File: src/source/dcache_params.svh
`ifndef DCACHE_PARAMS_SVH
`define DCACHE_PARAMS_SVH

// set index bits, 64 sets by default
`define DCACHE_INDEX_W 6

// byte offset inside a one-word line
`define DCACHE_OFFSET_W 2

// data word and address width
`define DCACHE_WORD_W 32

`endif

File: src/source/dcache_pkg.sv
`include "dcache_params.svh"

package dcache_pkg;

    localparam int INDEX_W  = `DCACHE_INDEX_W;
    localparam int OFFSET_W = `DCACHE_OFFSET_W;
    localparam int WORD_W   = `DCACHE_WORD_W;
    // tag is whatever is left of the address
    localparam int TAG_W    = WORD_W - INDEX_W - OFFSET_W;
    localparam int SETS     = 1 << INDEX_W;

    typedef logic [WORD_W-1:0]  word_t;
    typedef logic [TAG_W-1:0]   tag_t;
    typedef logic [INDEX_W-1:0] index_t;
    typedef logic               way_t;
    typedef logic [3:0]         byte_mask_t;
    typedef logic [1:0]         access_size_t;

    // bus size encodings
    localparam access_size_t SIZE_BYTE = 2'd0;
    localparam access_size_t SIZE_HALF = 2'd1;
    localparam access_size_t SIZE_WORD = 2'd2;

    typedef enum logic [1:0] {
        ST_IDLE   = 2'd0,
        ST_WBACK  = 2'd1,
        ST_REFILL = 2'd2
    } ctrl_state_e;

endpackage

File: src/source/dcache_array_if.sv
`timescale 1ns/1ps

interface dcache_array_if import dcache_pkg::*;
    ();

    // lookup result, combinational on the cpu address
    logic  hit;
    // hit way, or victim way on a miss
    way_t  way;
    logic  victim_dirty;
    tag_t  victim_tag;
    word_t line_data;

    // update commands from the controller
    logic  fill_en;
    logic  store_en;
    logic  touch_en;
    // word written on fill or store hit
    word_t fill_data;
    logic  fill_dirty;

    modport ctrl (
        input  hit, way, victim_dirty, victim_tag, line_data,
        output fill_en, store_en, touch_en, fill_data, fill_dirty
    );

    modport store (
        output hit, way, victim_dirty, victim_tag, line_data,
        input  fill_en, store_en, touch_en, fill_data, fill_dirty
    );

endinterface

File: src/source/dcache_ctrl.sv
`timescale 1ns/1ps

module dcache_ctrl import dcache_pkg::*; (
    input  logic         clk,
    input  logic         rst,
    // processor side
    input  logic         cpu_data_req,
    input  logic         cpu_data_wr,
    input  access_size_t cpu_data_size,
    input  word_t        cpu_data_addr,
    input  word_t        cpu_data_wdata,
    output word_t        cpu_data_rdata,
    output logic         cpu_data_addr_ok,
    output logic         cpu_data_data_ok,
    // memory side
    output logic         cache_data_req,
    output logic         cache_data_wr,
    output access_size_t cache_data_size,
    output word_t        cache_data_addr,
    output word_t        cache_data_wdata,
    input  word_t        cache_data_rdata,
    input  logic         cache_data_addr_ok,
    input  logic         cache_data_data_ok,
    dcache_array_if.ctrl arr
);

    ctrl_state_e state_q;
    ctrl_state_e state_d;

    // address accepted, waiting for data_ok
    logic wb_addr_rcv_q;
    logic rf_addr_rcv_q;

    logic in_idle;
    logic in_wback;
    logic in_refill;
    logic hit_ack;
    logic refill_done;

    index_t     idx;
    byte_mask_t mask;
    word_t      bit_mask;
    word_t      merge_base;
    word_t      merged;

    assign in_idle   = (state_q == ST_IDLE);
    assign in_wback  = (state_q == ST_WBACK);
    assign in_refill = (state_q == ST_REFILL);

    assign idx = cpu_data_addr[OFFSET_W +: INDEX_W];

    // next state
    always_comb begin
        state_d = state_q;
        unique case (state_q)
            ST_IDLE: begin
                if (cpu_data_req && !arr.hit) begin
                    state_d = arr.victim_dirty ? ST_WBACK : ST_REFILL;
                end
            end
            ST_WBACK: begin
                if (cache_data_data_ok) begin
                    state_d = ST_REFILL;
                end
            end
            ST_REFILL: begin
                if (cache_data_data_ok) begin
                    state_d = ST_IDLE;
                end
            end
            default: state_d = ST_IDLE;
        endcase
    end

    always_ff @(posedge clk) begin
        if (rst) begin
            state_q       <= ST_IDLE;
            wb_addr_rcv_q <= 1'b0;
            rf_addr_rcv_q <= 1'b0;
        end else begin
            state_q <= state_d;
            // data_ok ends the phase, even alongside addr_ok
            if (in_wback && cache_data_data_ok) begin
                wb_addr_rcv_q <= 1'b0;
            end else if (in_wback && cache_data_req && cache_data_addr_ok) begin
                wb_addr_rcv_q <= 1'b1;
            end
            if (in_refill && cache_data_data_ok) begin
                rf_addr_rcv_q <= 1'b0;
            end else if (in_refill && cache_data_req && cache_data_addr_ok) begin
                rf_addr_rcv_q <= 1'b1;
            end
        end
    end

    // byte enables from size and low address bits
    always_comb begin
        unique case (cpu_data_size)
            SIZE_BYTE: mask = 4'b0001 << cpu_data_addr[1:0];
            SIZE_HALF: mask = cpu_data_addr[1] ? 4'b1100 : 4'b0011;
            default:   mask = 4'b1111;
        endcase
    end

    assign bit_mask = {{8{mask[3]}}, {8{mask[2]}}, {8{mask[1]}}, {8{mask[0]}}};

    // refill merges into the memory word, a hit into the cached one
    assign merge_base = in_refill ? cache_data_rdata : arr.line_data;
    assign merged     = (merge_base & ~bit_mask) | (cpu_data_wdata & bit_mask);

    assign hit_ack     = in_idle && cpu_data_req && arr.hit;
    assign refill_done = in_refill && cache_data_data_ok;

    // processor acknowledges, always as a pair
    assign cpu_data_addr_ok = hit_ack | refill_done;
    assign cpu_data_data_ok = hit_ack | refill_done;
    assign cpu_data_rdata   = refill_done ? cache_data_rdata : arr.line_data;

    // array updates
    assign arr.fill_en    = refill_done;
    assign arr.fill_dirty = cpu_data_wr;
    assign arr.fill_data  = cpu_data_wr ? merged : cache_data_rdata;
    assign arr.store_en   = hit_ack && cpu_data_wr;
    assign arr.touch_en   = hit_ack | refill_done;

    // memory request held until addr_ok
    assign cache_data_req   = (in_wback && !wb_addr_rcv_q) || (in_refill && !rf_addr_rcv_q);
    assign cache_data_wr    = in_wback;
    assign cache_data_size  = SIZE_WORD;
    // victim line address on write-back, aligned cpu address on refill
    assign cache_data_addr  = in_wback ? {arr.victim_tag, idx, {OFFSET_W{1'b0}}}
                                       : {cpu_data_addr[WORD_W-1:OFFSET_W], {OFFSET_W{1'b0}}};
    assign cache_data_wdata = arr.line_data;

endmodule

File: src/flat_wrapper.sv
// flat-port wrapper written by rule: the top's interface ports become plain ports
module dcache_ctrl_flat import dcache_pkg::*;
  (clk, rst, cpu_data_req, cpu_data_wr, cpu_data_size, cpu_data_addr, cpu_data_wdata, cpu_data_rdata, cpu_data_addr_ok, cpu_data_data_ok, cache_data_req, cache_data_wr, cache_data_size, cache_data_addr, cache_data_wdata, cache_data_rdata, cache_data_addr_ok, cache_data_data_ok, arr_hit, arr_way, arr_victim_dirty, arr_victim_tag, arr_line_data, arr_fill_en, arr_store_en, arr_touch_en, arr_fill_data, arr_fill_dirty);
  dcache_array_if arr_i ();
  input  logic clk;
  input  logic rst;
  input  logic cpu_data_req;
  input  logic cpu_data_wr;
  input  access_size_t cpu_data_size;
  input  word_t cpu_data_addr;
  input  word_t cpu_data_wdata;
  output word_t cpu_data_rdata;
  output logic cpu_data_addr_ok;
  output logic cpu_data_data_ok;
  output logic cache_data_req;
  output logic cache_data_wr;
  output access_size_t cache_data_size;
  output word_t cache_data_addr;
  output word_t cache_data_wdata;
  input  word_t cache_data_rdata;
  input  logic cache_data_addr_ok;
  input  logic cache_data_data_ok;
  input wire logic [$bits(arr_i.hit)-1:0] arr_hit;
  input wire logic [$bits(arr_i.way)-1:0] arr_way;
  input wire logic [$bits(arr_i.victim_dirty)-1:0] arr_victim_dirty;
  input wire logic [$bits(arr_i.victim_tag)-1:0] arr_victim_tag;
  input wire logic [$bits(arr_i.line_data)-1:0] arr_line_data;
  output wire logic [$bits(arr_i.fill_en)-1:0] arr_fill_en;
  output wire logic [$bits(arr_i.store_en)-1:0] arr_store_en;
  output wire logic [$bits(arr_i.touch_en)-1:0] arr_touch_en;
  output wire logic [$bits(arr_i.fill_data)-1:0] arr_fill_data;
  output wire logic [$bits(arr_i.fill_dirty)-1:0] arr_fill_dirty;
  assign arr_i.hit = arr_hit;
  assign arr_i.way = arr_way;
  assign arr_i.victim_dirty = arr_victim_dirty;
  assign arr_i.victim_tag = arr_victim_tag;
  assign arr_i.line_data = arr_line_data;
  assign arr_fill_en = arr_i.fill_en;
  assign arr_store_en = arr_i.store_en;
  assign arr_touch_en = arr_i.touch_en;
  assign arr_fill_data = arr_i.fill_data;
  assign arr_fill_dirty = arr_i.fill_dirty;
  dcache_ctrl u_core (.clk(clk), .rst(rst), .cpu_data_req(cpu_data_req), .cpu_data_wr(cpu_data_wr), .cpu_data_size(cpu_data_size), .cpu_data_addr(cpu_data_addr), .cpu_data_wdata(cpu_data_wdata), .cpu_data_rdata(cpu_data_rdata), .cpu_data_addr_ok(cpu_data_addr_ok), .cpu_data_data_ok(cpu_data_data_ok), .cache_data_req(cache_data_req), .cache_data_wr(cache_data_wr), .cache_data_size(cache_data_size), .cache_data_addr(cache_data_addr), .cache_data_wdata(cache_data_wdata), .cache_data_rdata(cache_data_rdata), .cache_data_addr_ok(cache_data_addr_ok), .cache_data_data_ok(cache_data_data_ok), .arr(arr_i));
endmodule
File: config.mk
export PLATFORM = sky130hd
export DESIGN_NAME = dcache_ctrl_flat
export DESIGN_NICKNAME = d
export VERILOG_FILES = /design/src/source/dcache_pkg.sv /design/src/source/dcache_array_if.sv /design/src/source/dcache_ctrl.sv /design/src/flat_wrapper.sv
export VERILOG_INCLUDE_DIRS = /design/src /design/src/source
export SDC_FILE = /design/constraint.sdc
export NUM_CORES = 1
export LEC_CHECK = 0
export BUFFER_PORTS_ARGS = -buffer_cell sky130_fd_sc_hd__buf_2
export CELL_PAD_IN_SITES_DETAIL_PLACEMENT = 0
export CELL_PAD_IN_SITES_GLOBAL_PLACEMENT = 1
export CORE_AREA = 2 2 115 117
export DETAILED_ROUTE_END_ITERATION = 6
export DIE_AREA = 0 0 117 119
export PLACE_DENSITY = 0.82
export SLEW_MARGIN = 20
export SYNTH_ARGS = -nofsm -noshare
export SYNTH_HDL_FRONTEND = slang
export SYNTH_SLANG_ARGS = --single-unit
File: constraint.sdc
create_clock -name clk -period 2.2 [get_ports clk]
set_input_delay 0.11 -clock clk [delete_from_list [all_inputs] [get_ports clk]]
set_output_delay 0.11 -clock clk [all_outputs]
set_load 0.01 [all_outputs]
# Word level (Yosys, flattened, before mapping)
# Cells that the tools add are included.
[totals]
regBits = 4
inputBits = 163
[classes]
shift = 1
n_bitwise = 5
n_eq_ne = 6
n_mux = 11
reduce_logical = 21
[op_table]
columns = ["op", "n"]
rows = [
  ["$mux W32", 4],
  ["$and A32 B32 Y32", 2],
  ["$not A32 Y32", 1],
  ["$or A32 B32 Y32", 1],
  ["$logic_and A1 B1 Y1", 12],
  ["$mux W2", 4],
  ["$pmux W4 S2", 1],
  ["$ne A2 B2 Y1 const B", 3],
  ["$pmux W2 S3", 1],
  ["$eq A2 B1 Y1 const B", 2],
  ["$logic_not A2 Y1", 2],
  ["$mux W4", 1],
  ["$reduce_or A2 Y1", 2],
  ["$shl A1 B2 Y4 const A", 1],
  ["$logic_not A1 Y1", 3],
  ["$reduce_and A3 Y1", 1],
  ["$eq A2 B2 Y1 const B", 1],
  ["$logic_or A1 B1 Y1", 1],
  ["$or A1 B1 Y1", 1],
]

# Depth between registers and ports, before layout
# Gate-level depths: netlist of the first run.
[depth]
ltp_word = 6
ltp_mapped = 7

# Worst setup path before layout of the first run
# No wires, ideal clock.
[synth_path]
path_kind = "reg2out"
from = "register u_core.state_q[1]"
to = "output cpu_data_rdata[23]"
path_stages_with_launch = 7
path_slack_ps = 758
required_ps = 2090
arrival_time_ps = 1332
path_cell_list = "dfxtp_1 -> buf_6 -> nor2b_4 -> and2_1 -> buf_6 -> buf_6 -> mux2_2"
[synth_between]
elab_chain_cells = 3
[synth_lines]
columns = ["element", "line_no", "source"]
rows = [
  ["start: declaration", "dcache_ctrl.sv:27", "ctrl_state_e state_q;"],
  ["start signal: assignment", "dcache_ctrl.sv:81", "state_q <= state_d;"],
  ["$eq A2 B2 Y1", "dcache_ctrl.sv:48", "assign in_refill = (state_q == ST_REFILL);"],
  ["$logic_and A1 B1 Y1", "dcache_ctrl.sv:112", "assign refill_done = in_refill && cache_data_data_ok;"],
  ["named net arr_fill_en", "flat_wrapper.sv:28", "output wire logic [$bits(arr_i.fill_en)-1:0] arr_fill_en;"],
  ["$mux W32", "dcache_ctrl.sv:117", "assign cpu_data_rdata = refill_done ? cache_data_rdata : arr.line_data;"],
  ["end: declaration", "flat_wrapper.sv:12", "output word_t cpu_data_rdata;"],
]
# The timed path passes the listed nets, and every way through them passes these cells.

# Worst setup path in the final report of the first run
[layout_path]
from = "register u_core.state_q[0]"
to = "output arr_fill_data[5]"
[layout_between]
elab_chain_cells = 5
[layout_lines]
columns = ["element", "line_no", "source"]
rows = [
  ["$eq A2 B2 Y1", "dcache_ctrl.sv:48", ""],
  ["$mux W32", "dcache_ctrl.sv:108", "assign merge_base = in_refill ? cache_data_rdata : arr.line_data;"],
  ["$and A32 B32 Y32", "dcache_ctrl.sv:109", "assign merged = (merge_base & ~bit_mask) | (cpu_data_wdata & bit_mask);"],
  ["$or A32 B32 Y32", "dcache_ctrl.sv:109", ""],
  ["$mux W32", "dcache_ctrl.sv:122", "assign arr.fill_data = cpu_data_wr ? merged : cache_data_rdata;"],
  ["end: declaration", "flat_wrapper.sv:31", "output wire logic [$bits(arr_i.fill_data)-1:0] arr_fill_data;"],
]
# No other way between the ends.

==> results.md, run 1 <==
- Status: finished clean
- Share of the synthesized area in the top cell type: 0.173
- Max VDD drop: 172 uV
- Critical path peak fanout: 8
- Setup bufs post-CTS: 0
- CTS clk-pin slew, worst paths: 0.03 ns
- Cells after synthesis: between 200 and 300
- Hold path start: rst
- RD Place Congestion: 0.753
- WL/cell: 12.6 um
- Vias in the first global route: 2503
- Clk_lat worst skew: approximately 0.23 ns
- Register area share after synthesis: 0.0401
- Core ar.: 12900 sq um
- P&R area growth vs syn: 66.6%
- Top cells by area, synth: buf_4 17%, nand2_1 17%, mux2_2 16%
- Synth Area in Simple Gates: 0.316
- CTS tree: done
- Mux cell area share after synthesis: 0.184
- Die H: 119 um
- XOR/XNOR Fraction of Synth Area: 0
- DP Area: 3250 sq um
- Initial DRC count: 100
- Worst Tran Pin Value: ~0.68 ns
- Final wirelength: 8.76 mm
- Ratio of cells with drive above 1 in the final layout: 0.660
- Setup ws final: 0.181 ns
- Inst Count DP: ~690
- Total grt overflow: 0
- Final hold vios: 0
- # fillers: approximately 1.5k
- Htree depth: 1
- Tot GR Track Use: 0.109
- Compound-Gate Fraction of Synth Area: 0.238
- HPWL after DPL: 7.51 mm
- FMAX: 495 MHz
- Final instance area: 3330 sq um
- Vias: 2854
- Post_cts resized: 0
- Initial antenna violation count: 0
- Crit path largest cell delay: 0.48 ns
- Largest family of logic cells by synthesized area: simple AND/OR/NAND/NOR gates
- CTS Buf Count: 3
- Post-synth EDFFs: 0
- Worst slew margin: 0.545
- Final Non-Filler Cells: between 600 and 700
- Post-Syn Area: 2000 sq um
- Worst-path cell chain: nand2b_1, nand3b_1, nor2_2, a221o_1, buf_2
- Post-DRT Antenna Nets: 0
- CP startpoint: u_core.state_q[0]
- Post-synth top area cell: buf_4
- Hold-fix buffers, CTS: 0
- Max-slew violations: 0
- Reg-to-Reg Start: u_core.state_q[0]
- Iteration count of the initial detailed-routing pass: 4
- Final-report setup violation count: 0
- DR DRC count: 0
- CTS max path bufs: 2
- Sequential cell area: 80.1 sq um
- Synth async-reset ratio: 0
- PortBufs: 283
- Synth Register Bits: 4
- Crit share post-route: 0.918
- Top cells by count, synth: 90 x nand2_1, 46 x buf_4, 28 x mux2_2
- Root buf cell: clkbuf_16
- First-pass GRT wire length: 12.2 mm
- Netlist cell types: 38
- Worst setup SP type: flop
- WP data arrival: between 1.5 and 2 ns
- Top_reg_cell synth: dfxtp_1
- Leakage Power: 0.00190 uW
- Crit end category: output port
- Minimum clock period: between 2 and 2.5 ns
- Synth Area in Adders: 0
- Unrepaired setup endpoints after global routing: no
- Clock Sinks: 4
- N_diodes: 0
- Vias/cell: 4.11
- Syn Area/Cell: ~7 sq um
- Die width: 117 um
- Largest net degree at the start of global routing: 28
- Multi-input logic area: 1490 sq um
- Cell with the most instances after synthesis: nand2_1
- Fin nets: 683
- Die Area: 13900 sq um
- CP Class: reg2out
- Setup TNS: 0 ns
- Tightest Hold Check Type: in2reg
- Yosys warning count: 0
- Max_cap viols: 0
- Final Skew: 0.000553 ns
- FP Rows: 42
- Slowest stage cell, crit path: dfxtp_1
- Initial Util: 0.155
- Data required, critical path: 2.09 ns
- Worst slack at placement: roughly 0.41 ns
- Top-Level Pins: ~300
- Pwr Density: 329 nW/um^2
==> critical path: cells and delay by family, from the launching register on <==
family,cells,cell delay (ns)
DFF,1,0.48
and+or+nand+nor,3,0.82
AOI/OAI and AO/OA,1,0.24
buffers and inverters,1,0.14
==> layout by cell type, fill, tap and decap left out, drive strengths merged <==
| cell | n |
|---|---|
| o21bai | 1 |
| a22oi | 9 |
| a221o | 24 |
| o21ba | 1 |
| and2b | 1 |
| nand3b | 1 |
| and3 | 9 |
| a21oi | 2 |
| nor2b | 4 |
| inv | 2 |
| a31oi | 1 |
| o22ai | 1 |
| o21a | 3 |
| conb | 4 |
| nand2b | 2 |
| clkbuf | 3 |
| mux2 | 32 |
| or3b | 1 |
| and2 | 17 |
| dfxtp | 4 |
| a211oi | 2 |
| a2111oi | 1 |
| nor3 | 2 |
| nor4b | 1 |
| o21ai | 5 |
| buf | 288 |
| nor2 | 7 |
| nand2 | 90 |
==> flip-flops by register name (all words and copies together), names as in the netlist <==
name and count:
u_core.rf_addr_rcv_q 1, u_core.state_q 2, u_core.wb_addr_rcv_q 1
==> routing by layer <==
metal  share of wire  wire length [um]  global-route usage  up-vias
met5               0                 0                   0        -
met4          0.0038                33              0.0147        0
met3           0.079               690              0.0163        5
met2            0.53              4660               0.227      151
met1            0.39              3380               0.114     1272
li1                -                 -                   -     1426
==> power breakdown <==
part / switching [uW] / internal, uW / total, uW
Combinational: 365 / 359 / 724
Clock: 55.8 / 233 / 288
Sequential: 5.68 / 76.7 / 82.4
==> final timing paths <==
path / end / slack, ns / cells after the start
hold / removal: u_core.wb_addr_rcv_q / 0.10 / 2
hold reg to reg: u_core.rf_addr_rcv_q / 0.51 / 2
setup / recovery: arr_fill_data[5] / 0.18 / 5
setup reg to reg: u_core.wb_addr_rcv_q / 0.78 / 4
==> through the flow <==
stage	total power [uW]	utilization	hold WS, ns
6_report	1090	0.258	0.102
4_1_cts	1110	0.258	0.101
2_1_floorplan	513	-	0.183
3_5_place_dp	813	0.252	0.220
3_3_place_gp	813	0.252	0.220
5_1_grt	1180	0.258	0.121
==> kinds of logic (layout without fill, tap and decap cells) <==
| logic type | count (synthesis) | in the layout |
|---|---|---|
| simple gates | 135 | 135 |
| buf+inv | 59 | 293 |
| compound gates | 50 | 50 |
| mux | 32 | 32 |
| flops | 4 | 4 |
| other cells | 2 | 4 |
==> final cells by class <==
type,count,share of cell area
Clock buffer,3,0.0226
Inverter,2,0.00226
Multi-Input combinational cell,221,0.448
Sequential cell,4,0.0241
Tap cell,176,0.0662
Timing Repair Buffer,288,0.437
(Power assumes the default switching activity.)
==> run 2, diff against run 1 <==
--- a/config.mk
+++ b/config.mk
@@ -10,9 +10,11 @@
 export CELL_PAD_IN_SITES_DETAIL_PLACEMENT = 0
 export CELL_PAD_IN_SITES_GLOBAL_PLACEMENT = 1
 export CORE_AREA = 2 2 115 117
+export CTS_BUF_LIST = sky130_fd_sc_hd__clkbuf_4
 export DETAILED_ROUTE_END_ITERATION = 6
 export DIE_AREA = 0 0 117 119
 export PLACE_DENSITY = 0.82
+export SETUP_SLACK_MARGIN = 0.2
 export SLEW_MARGIN = 20
 export SYNTH_ARGS = -nofsm -noshare
 export SYNTH_HDL_FRONTEND = slang
==> run 2 against run 1 <==
Clock-buffer cell count is the same. Register-to-register slack gained 0.10 ns. Combinational power grew 1%. Final cell count grew 0.14%. Largest cell class unchanged.
==> results.md, run 2 (synthesized netlist as in run 1, its figures left out) <==
- Status: finished clean
- HPWL after DPL: 7.51 mm
- Worst setup SP type: flop
- CP Class: reg2out
- WP data arrival: 1.78 ns
- Total grt overflow: 0
- Max_cap viols: 0
- PortBufs: 283
- Ratio of cells with drive above 1 in the final layout: 0.665
- Setup TNS: 0 ns
- Max VDD drop: 95.0 uV
- Top-Level Pins: roughly 300
- CTS Buf Count: 3
- Vias: between 2k and 3k
- Fin Hold WS: about 0.093 ns
- Critical path buffers and inverters: 1
- Unrepaired setup endpoints after global routing: no
- Root buf cell: clkbuf_4
- Htree depth: 1
- Vias/cell: 4.12
- Fin nets: 684
- Worst slew margin: 0.545
- Iteration count of the initial detailed-routing pass: 4
- Tot GR Track Use: 0.109
- Slowest stage cell, crit path: or3b_4
- Crit share post-route: 0.860
- Crit end category: output port
- Final-report setup violation count: 0
- CTS max path bufs: 2
- Clk_lat worst skew: 0.23 ns
- Worst Tran Pin Value: 0.675 ns
- FMAX: 529 MHz
- Largest delay share family, worst path: compound AO/OA/AOI/OAI gates
- N_diodes: 0
- First-pass GRT wire length: 12.2 mm
- Final wirelength: between 8 and 9 mm
- Worst-path cell chain: or3b_4, o21ai_4, a221o_1, buf_2
- CTS clk-pin slew, worst paths: 0.04 ns
- Initial antenna violation count: 0
- Tightest Hold Check Type: in2reg
- Most flops, register: u_core.state_q
- Most frequent cells in the layout: 283 x buf_2, 90 x nand2_1, 28 x mux2_2, 16 x and2_1, 16 x a221o_1
- Hold-fix buffers, CTS: 0
- Core ar.: about 13000 sq um
- Die Area: 13900 sq um
- RD Place Congestion: 0.753
- FP Rows: 42
- Final hold vios: 0
- Biggest regs: u_core.state_q x2, u_core.rf_addr_rcv_q x1, u_core.wb_addr_rcv_q x1
- P&R area growth vs syn: 65.5%
- Leakage Power: 0.00188 uW
- WL/cell: 12.6 um
- Pwr Density: about 270 nW/um^2
- Die width: between 100 and 150 um
- Data required, critical path: 2.09 ns
- Final Skew: around 0.0053 ns
- Minimum clock period: 1.89 ns
- Initial Util: 0.155
- Crit path largest cell delay: 0.49 ns
- Number of flip-flops in the largest register: 2
- Die H: 119 um
- Commonest non-fill, non-tap cell in the layout: buf_2
- Largest net degree at the start of global routing: 28
- Initial DRC count: 90
- Critical path peak fanout: 9
- Max-slew violations: 0
- Vias in the first global route: 2510
- DR DRC count: 0
- Post-DRT Antenna Nets: 0
- Clock Sinks: 4
- CTS tree: done
run 2: cell types whose count changed in the layout (fill, tap and decap cells not counted), moves of 2 or more:
cell / delta
clkbuf_16: -3
dfxtp_1: -2
clkbuf_4: +3
dfxtp_2: +2
nor2_4: +3
nor2_2: -3
run 2: per-stage QoR:
step	cell area, sq um	utilization	setup WS [ns]	total power [uW]	cells
after global placement	3250	0.252	0.420	813	691
after global routing	3300	0.256	0.237	985	695
final	3300	0.256	0.308	903	695
after CTS	3280	0.255	0.154	909	694
after detailed placement	3250	0.252	0.406	813	691
after floorplan	2000	-	0.758	513	284
run 2: final cells by class:
cell class / instances / area (sq um)
inverter: 2 / 7.51
sequential: 4 / 82.6
fill: 1470 / 9570
tap: 176 / 220
timing repair buffer: 289 / 1470
multi-input combinational: 221 / 1500
clock buffer: 3 / 22.5
run 2: worst paths after layout:
check | start | endpoint | slack, ns | cells after the start
max reg2reg | u_core.state_q[1] | u_core.wb_addr_rcv_q | 0.88 | 4
max | u_core.state_q[1] | arr_fill_data[5] | 0.31 | 4
min reg2reg | u_core.state_q[1] | u_core.state_q[0] | 0.51 | 1
min | rst | u_core.wb_addr_rcv_q | 0.09 | 2
run 2: worst register-to-register path, delay by kind of cell (launching register included):
kind,cells,cell delay (ns)
flops,1,0.35
buf+inv,1,0.36
simple gates,1,0.18
compound gates,2,0.35
run 2: what timing repair did:
action,4_1_cts,5_1_grt
setup endpoints to repair,29,62
setup buffers,0,1
pin swaps,0,2
gates resized for setup,1,5
run 2: layer usage:
metal	GRT usage	up-vias	wire length, um
li1	-	1427	-
met1	0.116	1289	3420
met2	0.226	146	4670
met3	0.0163	2	680
met4	0.00588	0	5
met5	0	-	0
run 2: where the power goes:
group          internal, uW  switching (uW)
clock                  60.9            28.5
combinational           362             369
sequential             77.1            5.56
total                   500             403
